==> config.mk <==
export PLATFORM = sky130hd
export DESIGN_NAME = guitar_amp_core
export DESIGN_NICKNAME = d
export VERILOG_FILES = /design/src/rtl/amp_pkg.sv /design/src/rtl/pipe_slice.sv /design/src/rtl/amp_control.sv /design/src/rtl/gain_drive_stage.sv /design/src/rtl/tremolo_stage.sv /design/src/rtl/guitar_amp_core.sv
export VERILOG_INCLUDE_DIRS = /design/src /design/src/include
export SDC_FILE = /design/constraint.sdc
export NUM_CORES = 2
export LEC_CHECK = 0
export BUFFER_PORTS_ARGS = -buffer_cell sky130_fd_sc_hd__buf_2
export CAP_MARGIN = 20
export CORE_UTILIZATION = 60
export CTS_CLUSTER_DIAMETER = 50
export CTS_CLUSTER_SIZE = 10
export DETAILED_ROUTE_END_ITERATION = 8
export PLACE_DENSITY_LB_ADDON = 0.12
export SLEW_MARGIN = 20
export SYNTH_ARGS = -nofsm -noshare
export SYNTH_HDL_FRONTEND = slang
export SYNTH_HIERARCHICAL = 1
export SYNTH_SLANG_ARGS = --single-unit
export TNS_END_PERCENT = 50
==> constraint.sdc <==
create_clock -name CLOCK_50 -period 26.8 [get_ports CLOCK_50]
set_input_delay 1.34 -clock CLOCK_50 [delete_from_list [all_inputs] [get_ports CLOCK_50]]
set_output_delay 1.34 -clock CLOCK_50 [all_outputs]
set_load 0.01 [all_outputs]
==> src/include/sine_table.svh <==
`ifndef SINE_TABLE_SVH
`define SINE_TABLE_SVH
// First quadrant of a 256-point sine, amplitude 0x3fff
localparam lfo_t SINE_PEAK = 16'sh3fff;
localparam lfo_t SINE_QUARTER [0:63] = '{
	16'sh0000,
	16'sh0192,
	16'sh0323,
	16'sh04b5,
	16'sh0645,
	16'sh07d5,
	16'sh0963,
	16'sh0af0,
	16'sh0c7c,
	16'sh0e05,
	16'sh0f8c,
	16'sh1111,
	16'sh1293,
	16'sh1413,
	16'sh158f,
	16'sh1708,
	16'sh187d,
	16'sh19ef,
	16'sh1b5c,
	16'sh1cc5,
	16'sh1e2a,
	16'sh1f8b,
	16'sh20e6,
	16'sh223c,
	16'sh238d,
	16'sh24d9,
	16'sh261f,
	16'sh275f,
	16'sh2899,
	16'sh29cc,
	16'sh2afa,
	16'sh2c20,
	16'sh2d40,
	16'sh2e59,
	16'sh2f6b,
	16'sh3075,
	16'sh3178,
	16'sh3273,
	16'sh3366,
	16'sh3452,
	16'sh3535,
	16'sh3611,
	16'sh36e4,
	16'sh37ae,
	16'sh3870,
	16'sh3929,
	16'sh39da,
	16'sh3a81,
	16'sh3b1f,
	16'sh3bb5,
	16'sh3c41,
	16'sh3cc4,
	16'sh3d3d,
	16'sh3dad,
	16'sh3e14,
	16'sh3e70,
	16'sh3ec4,
	16'sh3f0d,
	16'sh3f4d,
	16'sh3f83,
	16'sh3fb0,
	16'sh3fd2,
	16'sh3feb,
	16'sh3ffa
};
`endif

==> src/rtl/amp_pkg.sv <==
package amp_pkg;

	// Mono audio sample
	localparam int SAMPLE_W = 24;
	typedef logic signed [SAMPLE_W-1:0] sample_t;

	// Saturation limits of a 24-bit signed sample
	localparam int SAMPLE_MAX = 8_388_607;
	localparam int SAMPLE_MIN = -8_388_608;

	// Gain in hundredths of unity
	localparam int GAIN_W = 10;
	typedef logic [GAIN_W-1:0] gain_t;
	localparam gain_t GAIN_UNITY = 10'd100;
	localparam gain_t GAIN_STEP = 10'd10;
	localparam gain_t GAIN_MAX = 10'd1000;
	localparam int GAIN_DIVISOR = 100;

	// Sample times gain, one spare bit for the sign of the gain operand
	typedef logic signed [SAMPLE_W+GAIN_W:0] product_t;

	// Overdrive clip magnitude
	localparam int DRIVE_LEVEL = 6_000_000;

	// Button repeat, half a second at 50 MHz
	localparam int GAIN_REPEAT_CYCLES = 25_000_000;

	// Tremolo oscillator
	localparam int LFO_ADDR_W = 8;
	localparam int LFO_SAMPLES_PER_STEP = 4;
	typedef logic signed [15:0] lfo_t;

	// Lifts the sine above zero, factor range 1 to 32767
	localparam lfo_t LFO_OFFSET = 16'sd16384;
	localparam int LFO_SHIFT = 15;

endpackage

==> src/rtl/pipe_slice.sv <==
`timescale 1ns/1ps

module pipe_slice #(
	parameter type T = logic
) (
	input  logic CLOCK_50,
	input  logic resetn,
	input  logic up_valid,
	output logic up_ready,
	input  T     up_data,
	output logic dn_valid,
	input  logic dn_ready,
	output T     dn_data
);

	// Accept when empty or when the held entry leaves this cycle
	assign up_ready = !dn_valid || dn_ready;

	// Valid flag
	always_ff @(posedge CLOCK_50) begin
		if (resetn) begin
			dn_valid <= 1'b0;
		end else if (up_ready) begin
			dn_valid <= up_valid;
		end
	end

	// Payload register, loads only on a transfer
	always_ff @(posedge CLOCK_50) begin
		if (up_valid && up_ready) begin
			dn_data <= up_data;
		end
	end

	// Stalled output holds both flag and payload
	a_hold_stable: assert property (@(posedge CLOCK_50) disable iff (resetn)
		(dn_valid && !dn_ready) |=> (dn_valid && $stable(dn_data)))
		else $error("slice output changed while stalled");

endmodule

==> src/rtl/amp_control.sv <==
`timescale 1ns/1ps

module amp_control
	import amp_pkg::*;
#(
	parameter int REPEAT_CYCLES = GAIN_REPEAT_CYCLES
) (
	input  logic  CLOCK_50,
	input  logic  resetn,
	input  logic  gain_up,
	input  logic  gain_down,
	input  logic  overdrive_sw,
	input  logic  tremolo_sw,
	output gain_t gain,
	output logic  overdrive_en,
	output logic  tremolo_en
);

	// Bit order: up, down, overdrive, tremolo
	logic [3:0] sync_a;
	logic [3:0] sync_b;
	logic up_s;
	logic down_s;
	logic step_hold;
	logic [$clog2(REPEAT_CYCLES+1)-1:0] rep_cnt;

	// Two-flop synchronizers for buttons and switches
	always_ff @(posedge CLOCK_50) begin
		if (resetn) begin
			sync_a <= '0;
			sync_b <= '0;
		end else begin
			sync_a <= {tremolo_sw, overdrive_sw, gain_down, gain_up};
			sync_b <= sync_a;
		end
	end

	assign up_s = sync_b[0];
	assign down_s = sync_b[1];
	assign overdrive_en = sync_b[2];
	assign tremolo_en = sync_b[3];

	// Exactly one button held
	assign step_hold = up_s ^ down_s;

	// Step on first held cycle, then once per repeat period
	always_ff @(posedge CLOCK_50) begin
		if (resetn) begin
			gain <= GAIN_UNITY;
			rep_cnt <= '0;
		end else if (!step_hold) begin
			rep_cnt <= '0;
		end else if (rep_cnt == '0) begin
			rep_cnt <= ($clog2(REPEAT_CYCLES+1))'(REPEAT_CYCLES - 1);
			// Saturate at the ends of the range
			if (up_s && (gain <= GAIN_MAX - GAIN_STEP)) begin
				gain <= gain + GAIN_STEP;
			end else if (down_s && (gain >= GAIN_STEP)) begin
				gain <= gain - GAIN_STEP;
			end
		end else begin
			rep_cnt <= rep_cnt - 1'b1;
		end
	end

	// Gain stays on the 10-step grid inside 0..1000
	a_gain_range: assert property (@(posedge CLOCK_50) disable iff (resetn)
		(gain <= GAIN_MAX) && ((gain % GAIN_STEP) == 0))
		else $error("gain register left its range or step grid: %0d", gain);

endmodule

==> src/rtl/gain_drive_stage.sv <==
`timescale 1ns/1ps

module gain_drive_stage
	import amp_pkg::*;
(
	input  logic    CLOCK_50,
	input  logic    resetn,
	input  logic    in_valid,
	output logic    in_ready,
	input  sample_t in_sample,
	input  gain_t   gain,
	input  logic    overdrive_en,
	output logic    out_valid,
	input  logic    out_ready,
	output sample_t out_sample
);

	product_t prod_in;
	product_t prod_q;
	logic prod_valid;
	logic prod_ready;
	product_t prod_div;
	sample_t sat;
	sample_t clipped;

	// Gain treated as a positive signed operand
	assign prod_in = in_sample * $signed({1'b0, gain});

	// Slice 1 holds the raw product
	pipe_slice #(
		.T(product_t)
	) u_prod_slice (
		.CLOCK_50 (CLOCK_50),
		.resetn   (resetn),
		.up_valid (in_valid),
		.up_ready (in_ready),
		.up_data  (prod_in),
		.dn_valid (prod_valid),
		.dn_ready (prod_ready),
		.dn_data  (prod_q)
	);

	always_comb begin
		// Signed divide truncates toward zero
		prod_div = prod_q / GAIN_DIVISOR;

		// Saturate to 24-bit range
		if (prod_div > SAMPLE_MAX) begin
			sat = sample_t'(SAMPLE_MAX);
		end else if (prod_div < SAMPLE_MIN) begin
			sat = sample_t'(SAMPLE_MIN);
		end else begin
			sat = sample_t'(prod_div);
		end

		// Hard clip at the drive level
		if (overdrive_en && (sat > DRIVE_LEVEL)) begin
			clipped = sample_t'(DRIVE_LEVEL);
		end else if (overdrive_en && (sat < -DRIVE_LEVEL)) begin
			clipped = sample_t'(-DRIVE_LEVEL);
		end else begin
			clipped = sat;
		end
	end

	// Slice 2 holds the scaled and clipped sample
	pipe_slice #(
		.T(sample_t)
	) u_clip_slice (
		.CLOCK_50 (CLOCK_50),
		.resetn   (resetn),
		.up_valid (prod_valid),
		.up_ready (prod_ready),
		.up_data  (clipped),
		.dn_valid (out_valid),
		.dn_ready (out_ready),
		.dn_data  (out_sample)
	);

endmodule

==> src/rtl/tremolo_stage.sv <==
`timescale 1ns/1ps

module tremolo_stage
	import amp_pkg::*;
(
	input  logic    CLOCK_50,
	input  logic    resetn,
	input  logic    in_valid,
	output logic    in_ready,
	input  sample_t in_sample,
	input  logic    tremolo_en,
	output logic    out_valid,
	input  logic    out_ready,
	output sample_t out_sample
);

	`include "sine_table.svh"

	logic [$clog2(LFO_SAMPLES_PER_STEP)-1:0] step_cnt;
	logic [LFO_ADDR_W-1:0] phase;
	logic [LFO_ADDR_W-3:0] quad_idx;
	logic accept;
	lfo_t quarter_val;
	lfo_t sine_val;
	lfo_t lfo_factor;
	logic signed [SAMPLE_W+$bits(lfo_t)-1:0] trem_prod;
	sample_t scaled;

	assign accept = in_valid && in_ready;

	// Phase advances once per group of accepted samples
	always_ff @(posedge CLOCK_50) begin
		if (resetn) begin
			step_cnt <= '0;
			phase <= '0;
		end else if (accept) begin
			if (step_cnt == LFO_SAMPLES_PER_STEP - 1) begin
				step_cnt <= '0;
				// Wraps after 256 phases
				phase <= phase + 1'b1;
			end else begin
				step_cnt <= step_cnt + 1'b1;
			end
		end
	end

	// Falling quadrants read the table backwards
	assign quad_idx = phase[LFO_ADDR_W-2] ? (~phase[LFO_ADDR_W-3:0] + 1'b1)
		: phase[LFO_ADDR_W-3:0];

	always_comb begin
		// Peak sits one past the end of the quarter table
		if (phase[LFO_ADDR_W-2] && (phase[LFO_ADDR_W-3:0] == '0)) begin
			quarter_val = SINE_PEAK;
		end else begin
			quarter_val = SINE_QUARTER[quad_idx];
		end
		// Second half is the negated first half
		sine_val = phase[LFO_ADDR_W-1] ? -quarter_val : quarter_val;
		lfo_factor = sine_val + LFO_OFFSET;
	end

	// Factor is positive, so the shifted product fits a sample
	assign trem_prod = in_sample * lfo_factor;
	assign scaled = tremolo_en ? sample_t'(trem_prod >>> LFO_SHIFT) : in_sample;

	pipe_slice #(
		.T(sample_t)
	) u_trem_slice (
		.CLOCK_50 (CLOCK_50),
		.resetn   (resetn),
		.up_valid (in_valid),
		.up_ready (in_ready),
		.up_data  (scaled),
		.dn_valid (out_valid),
		.dn_ready (out_ready),
		.dn_data  (out_sample)
	);

	// Zero factor would silence the signal
	a_factor_nonzero: assert property (@(posedge CLOCK_50) disable iff (resetn)
		lfo_factor != '0)
		else $error("tremolo factor is zero at phase %0d", phase);

endmodule

==> src/rtl/guitar_amp_core.sv <==
`timescale 1ns/1ps

module guitar_amp_core
	import amp_pkg::*;
#(
	parameter int REPEAT_CYCLES = GAIN_REPEAT_CYCLES
) (
	input  logic    CLOCK_50,
	input  logic    resetn,
	// Sample stream in
	input  logic    in_valid,
	output logic    in_ready,
	input  sample_t in_sample,
	// Sample stream out
	output logic    out_valid,
	input  logic    out_ready,
	output sample_t out_sample,
	// Buttons and switches, asynchronous
	input  logic    gain_up,
	input  logic    gain_down,
	input  logic    overdrive_sw,
	input  logic    tremolo_sw,
	output gain_t   gain_level
);

	gain_t gain;
	logic overdrive_en;
	logic tremolo_en;
	logic mid_valid;
	logic mid_ready;
	sample_t mid_sample;

	assign gain_level = gain;

	// Controls steering both stages
	amp_control #(
		.REPEAT_CYCLES(REPEAT_CYCLES)
	) u_amp_control (
		.CLOCK_50     (CLOCK_50),
		.resetn       (resetn),
		.gain_up      (gain_up),
		.gain_down    (gain_down),
		.overdrive_sw (overdrive_sw),
		.tremolo_sw   (tremolo_sw),
		.gain         (gain),
		.overdrive_en (overdrive_en),
		.tremolo_en   (tremolo_en)
	);

	// Two cycles of gain and clip
	gain_drive_stage u_gain_drive_stage (
		.CLOCK_50     (CLOCK_50),
		.resetn       (resetn),
		.in_valid     (in_valid),
		.in_ready     (in_ready),
		.in_sample    (in_sample),
		.gain         (gain),
		.overdrive_en (overdrive_en),
		.out_valid    (mid_valid),
		.out_ready    (mid_ready),
		.out_sample   (mid_sample)
	);

	// One cycle of tremolo
	tremolo_stage u_tremolo_stage (
		.CLOCK_50   (CLOCK_50),
		.resetn     (resetn),
		.in_valid   (mid_valid),
		.in_ready   (mid_ready),
		.in_sample  (mid_sample),
		.tremolo_en (tremolo_en),
		.out_valid  (out_valid),
		.out_ready  (out_ready),
		.out_sample (out_sample)
	);

endmodule

==> flow_metrics.tcl <==
set metrics [dict create \
    outcome "completed" \
    overflow 0 \
    clk_pin_slew_ns 0.07 \
    routedWlPerCell_um 19.0 \
    dieArea_um2 66000 \
    core_area_um2 64300 \
    tns_ns 0 \
    crit_fanout 18 \
    fin_skew_ns 0.0182 \
    drt_iter0_markers 2631 \
    gp_congestion 0.972 \
    antenna_found_initial 0 \
    cp-start-kind "flip-flop" \
    fin_nets 5333 \
    min_to "u_amp_control/sync_b[1]" \
    synthTopCellsByArea "fa_1 30%, inv_1 6.7%, edfxtp_1 6.4%" \
    fp-row-count 93 \
    drv_slew 0 \
    drive_gt1_share_pct 7.88 \
    fmax_mhz 40.0 \
    syn_area_per_cell_um2 8.45 \
    setup.worst_path.class "flip-flop to flip-flop" \
    holdPathStages 1 \
    crit-reg2reg-launch "u_gain_drive_stage/u_prod_slice/dn_data[4]" \
    via_count 32900 \
    cts_inserted_buffers 17 \
    grt_max_degree 54 \
    slowest_stage "or4b_1" \
    cap_violations 0 \
    totalWireLength_um 103000 \
    dieWidth_um 257 \
    cp_common_cell "or3_1" \
    via_per_inst 6.10 \
    mappedNetlistArea_um2 39000 \
    rsz0062_at_grt "no" \
    yosysTopAreaCellShare_pct 29.6 \
    dp.cells 5366 \
    n_antenna_cell 0 \
    postSynth.asyncResetShare_pct 0 \
    yosysSeqAreaShare_pct 9.22 \
    synth_edf_count 83 \
    grt_usage_pct 31.8 \
    regToRegSetupSlack_ns 1.81 \
    critPathCaptureType "flip-flop" \
    reg2reg_to "u_gain_drive_stage/u_clip_slice/dn_data[3]" \
    port_buffers 66 \
    min_from "u_amp_control/sync_a[1]" \
    yosys.area.top_type "fa_1" \
    hold_class "flip-flop to flip-flop" \
    first_pass_iters 6 \
    grt_pass1_wl_um 170000 \
    rr_worst_depth 75 \
    ys_types 141 \
    required_ns 27.01 \
    cts-root-buf "clkbuf_16" \
    syn_inst 4614 \
    hold_violations 0 \
    stdcell_area_um2 40600 \
    clock_path_buffers 2 \
    htreeDepth 4 \
    period_needed_ns 24.99 \
    ys_warn_count 6 \
    utilization_pct 63.1 \
    synth_ff_type "edfxtp_1" \
    grt_pass1_vias 32800 \
    io_pins 68 \
    cts_tree "built" \
    worstSkewPairLatency_ns 0.49 \
    worstPathArrival_ns 25.20 \
    hpwl_um 79200 \
    start_util_pct 60.6 \
    fp.dieH_um 257 \
    syn2layout_area_growth_pct 4.21 \
    fin_crit_sh_pct 93.2 \
    ys_seq_elements 138 \
    cts.sinks 138 \
    final_cells 5400 \
    worst_pin_slew_ns 1.17 \
    finalSetupViolCount 0 \
    slew_headroom_pct 21.4 \
    placed_area_um2 39900 \
    synthesis.nets 5415 \
    drcViolationCount 0 \
    cpPeakStageDelay_ns 0.70 \
    n_fill_cell 5660 \
    final_antenna_net_count 0 \
]
==> final cells by class <==
cell class | count | area [um2] | area share [%]
clock inverters | 14 | 143 | 0.351
flip-flops and latches | 138 | 3590 | 8.85
well taps | 855 | 1070 | 2.63
multi-input cells | 3553 | 32000 | 78.8
inverters | 702 | 2640 | 6.49
clock buffers | 18 | 450 | 1.11
repair buffers | 120 | 736 | 1.81
==> routing by layer <==
layer	vias to the layer above	wire, um	GRT usage (%)
li1	15300	-	-
met1	16200	44600	43.7
met2	1223	48900	52.9
met3	161	6820	3.69
met4	0	2580	9.31
met5	-	0	0
==> cells in the mapped netlist, drive strengths merged (28+ instances only) <==
| master | n |
|---|---|
| a211oi | 56 |
| a21o | 47 |
| a21oi | 230 |
| a31oi | 44 |
| and2 | 276 |
| and3 | 28 |
| buf | 76 |
| clkbuf | 145 |
| dfxtp | 55 |
| edfxtp | 83 |
| fa | 576 |
| ha | 193 |
| inv | 701 |
| mux2 | 35 |
| mux2i | 33 |
| nand2 | 484 |
| nand2b | 47 |
| nand3 | 76 |
| nand4 | 53 |
| nor2 | 227 |
| nor2b | 64 |
| nor3 | 92 |
| nor4 | 36 |
| o211ai | 37 |
| o21a | 31 |
| o21ai | 153 |
| o21bai | 41 |
| o31ai | 33 |
| or3 | 42 |
| xnor2 | 144 |
| xor2 | 83 |
==> layout by cell type (no fill, tap or decap), types with 29 or more instances in the layout <==
master    Yosys  routed
mux2_2       33      33
ha_1        193     193
nand3_1      76      76
nor3_1       87      87
o21bai_1     41      41
buf_2        41      66
o21ai_0     128     128
nand2_1     483     483
xnor2_1     136     127
xor2_1       81      80
nor2_1      224     224
nand4_1      52      52
a211oi_1     50      50
dfxtp_1      55      55
fa_1        576     576
nor2b_1      64      64
buf_4        12      54
a21o_1       47      47
inv_1       698     698
edfxtp_1     83      83
o211ai_1     31      31
nand2b_1     43      43
and2_1      271     271
or3_1        39      39
nor4_1       29      29
o21a_1       31      31
a31oi_1      41      41
a21oi_1     218     215
==> flip-flops by register name, summed over array words and instances, names as in the netlist <==
register                                  count
u_amp_control/sync_a                          4
u_tremolo_stage/step_cnt                      2
u_amp_control/gain                            9
u_gain_drive_stage/u_prod_slice/dn_data      35
u_tremolo_stage/u_trem_slice/dn_valid         1
u_amp_control/rep_cnt                        25
u_gain_drive_stage/u_clip_slice/dn_data      24
u_amp_control/sync_b                          4
u_gain_drive_stage/u_clip_slice/dn_valid      1
u_tremolo_stage/u_trem_slice/dn_data         24
u_gain_drive_stage/u_prod_slice/dn_valid      1
u_tremolo_stage/phase                         8
==> logic make-up (layout without fill, tap and decap cells) <==
kind of cell               Yosys count  count (layout)  synth area share, %
adders and majority gates          777             777                 36.0
other                                1               1              0.00962
xor gates and xnor gates           228             228                 5.35
buffers and inverters              923             854                 9.29
muxes                               68              68                 1.93
and+or+nand+nor                   1512            1512                 20.0
DFF                                138             138                 9.22
AOI/OAI and AO/OA                  967             967                 18.2
==> worst max-delay path: cells and delay by family, from the launching register on <==
family / cells / cell delay [ns]
AOI/OAI and AO/OA: 32 / 10.99
and+or+nand+nor: 32 / 10.21
muxes: 6 / 2.10
DFF: 1 / 0.52
buffers and inverters: 3 / 0.49
adders and majority gates: 1 / 0.25
xor gates and xnor gates: 1 / 0.12
==> through the flow <==
stage	hold slack, ns	setup slack (ns)
6_report	0.444	1.81
5_1_grt	0.460	0.0493
4_1_cts	0.454	1.33
3_5_place_dp	0.425	1.40
3_3_place_gp	0.417	1.79
2_1_floorplan	0.414	5.32
==> worst max-delay path by stage <==
stage / start / to / slack (ns)
2_1_floorplan: u_gain_drive_stage/u_prod_slice/dn_data[26] / u_gain_drive_stage/u_clip_slice/dn_data[4] / 5.32
3_3_place_gp: u_gain_drive_stage/u_prod_slice/dn_data[0] / u_gain_drive_stage/u_clip_slice/dn_data[6] / 1.79
3_5_place_dp: u_gain_drive_stage/u_prod_slice/dn_data[0] / u_gain_drive_stage/u_clip_slice/dn_data[9] / 1.40
4_1_cts: u_gain_drive_stage/u_prod_slice/dn_data[0] / u_gain_drive_stage/u_clip_slice/dn_data[9] / 1.33
5_1_grt: u_gain_drive_stage/u_prod_slice/dn_data[4] / u_gain_drive_stage/u_clip_slice/dn_data[4] / 0.05
6_report: u_gain_drive_stage/u_prod_slice/dn_data[4] / u_gain_drive_stage/u_clip_slice/dn_data[3] / 1.81
==> what timing repair did <==
item | in CTS | in global routing
buffers inserted | 0 | 2
resized for setup | 0 | 15
endpoints found under the setup margin | 0 | 22
hold buffers | 0 | 0
Power is left out: the tool's default activity adds up to more than one toggle a clock period on the data nets, which glitch-free logic cannot reach.
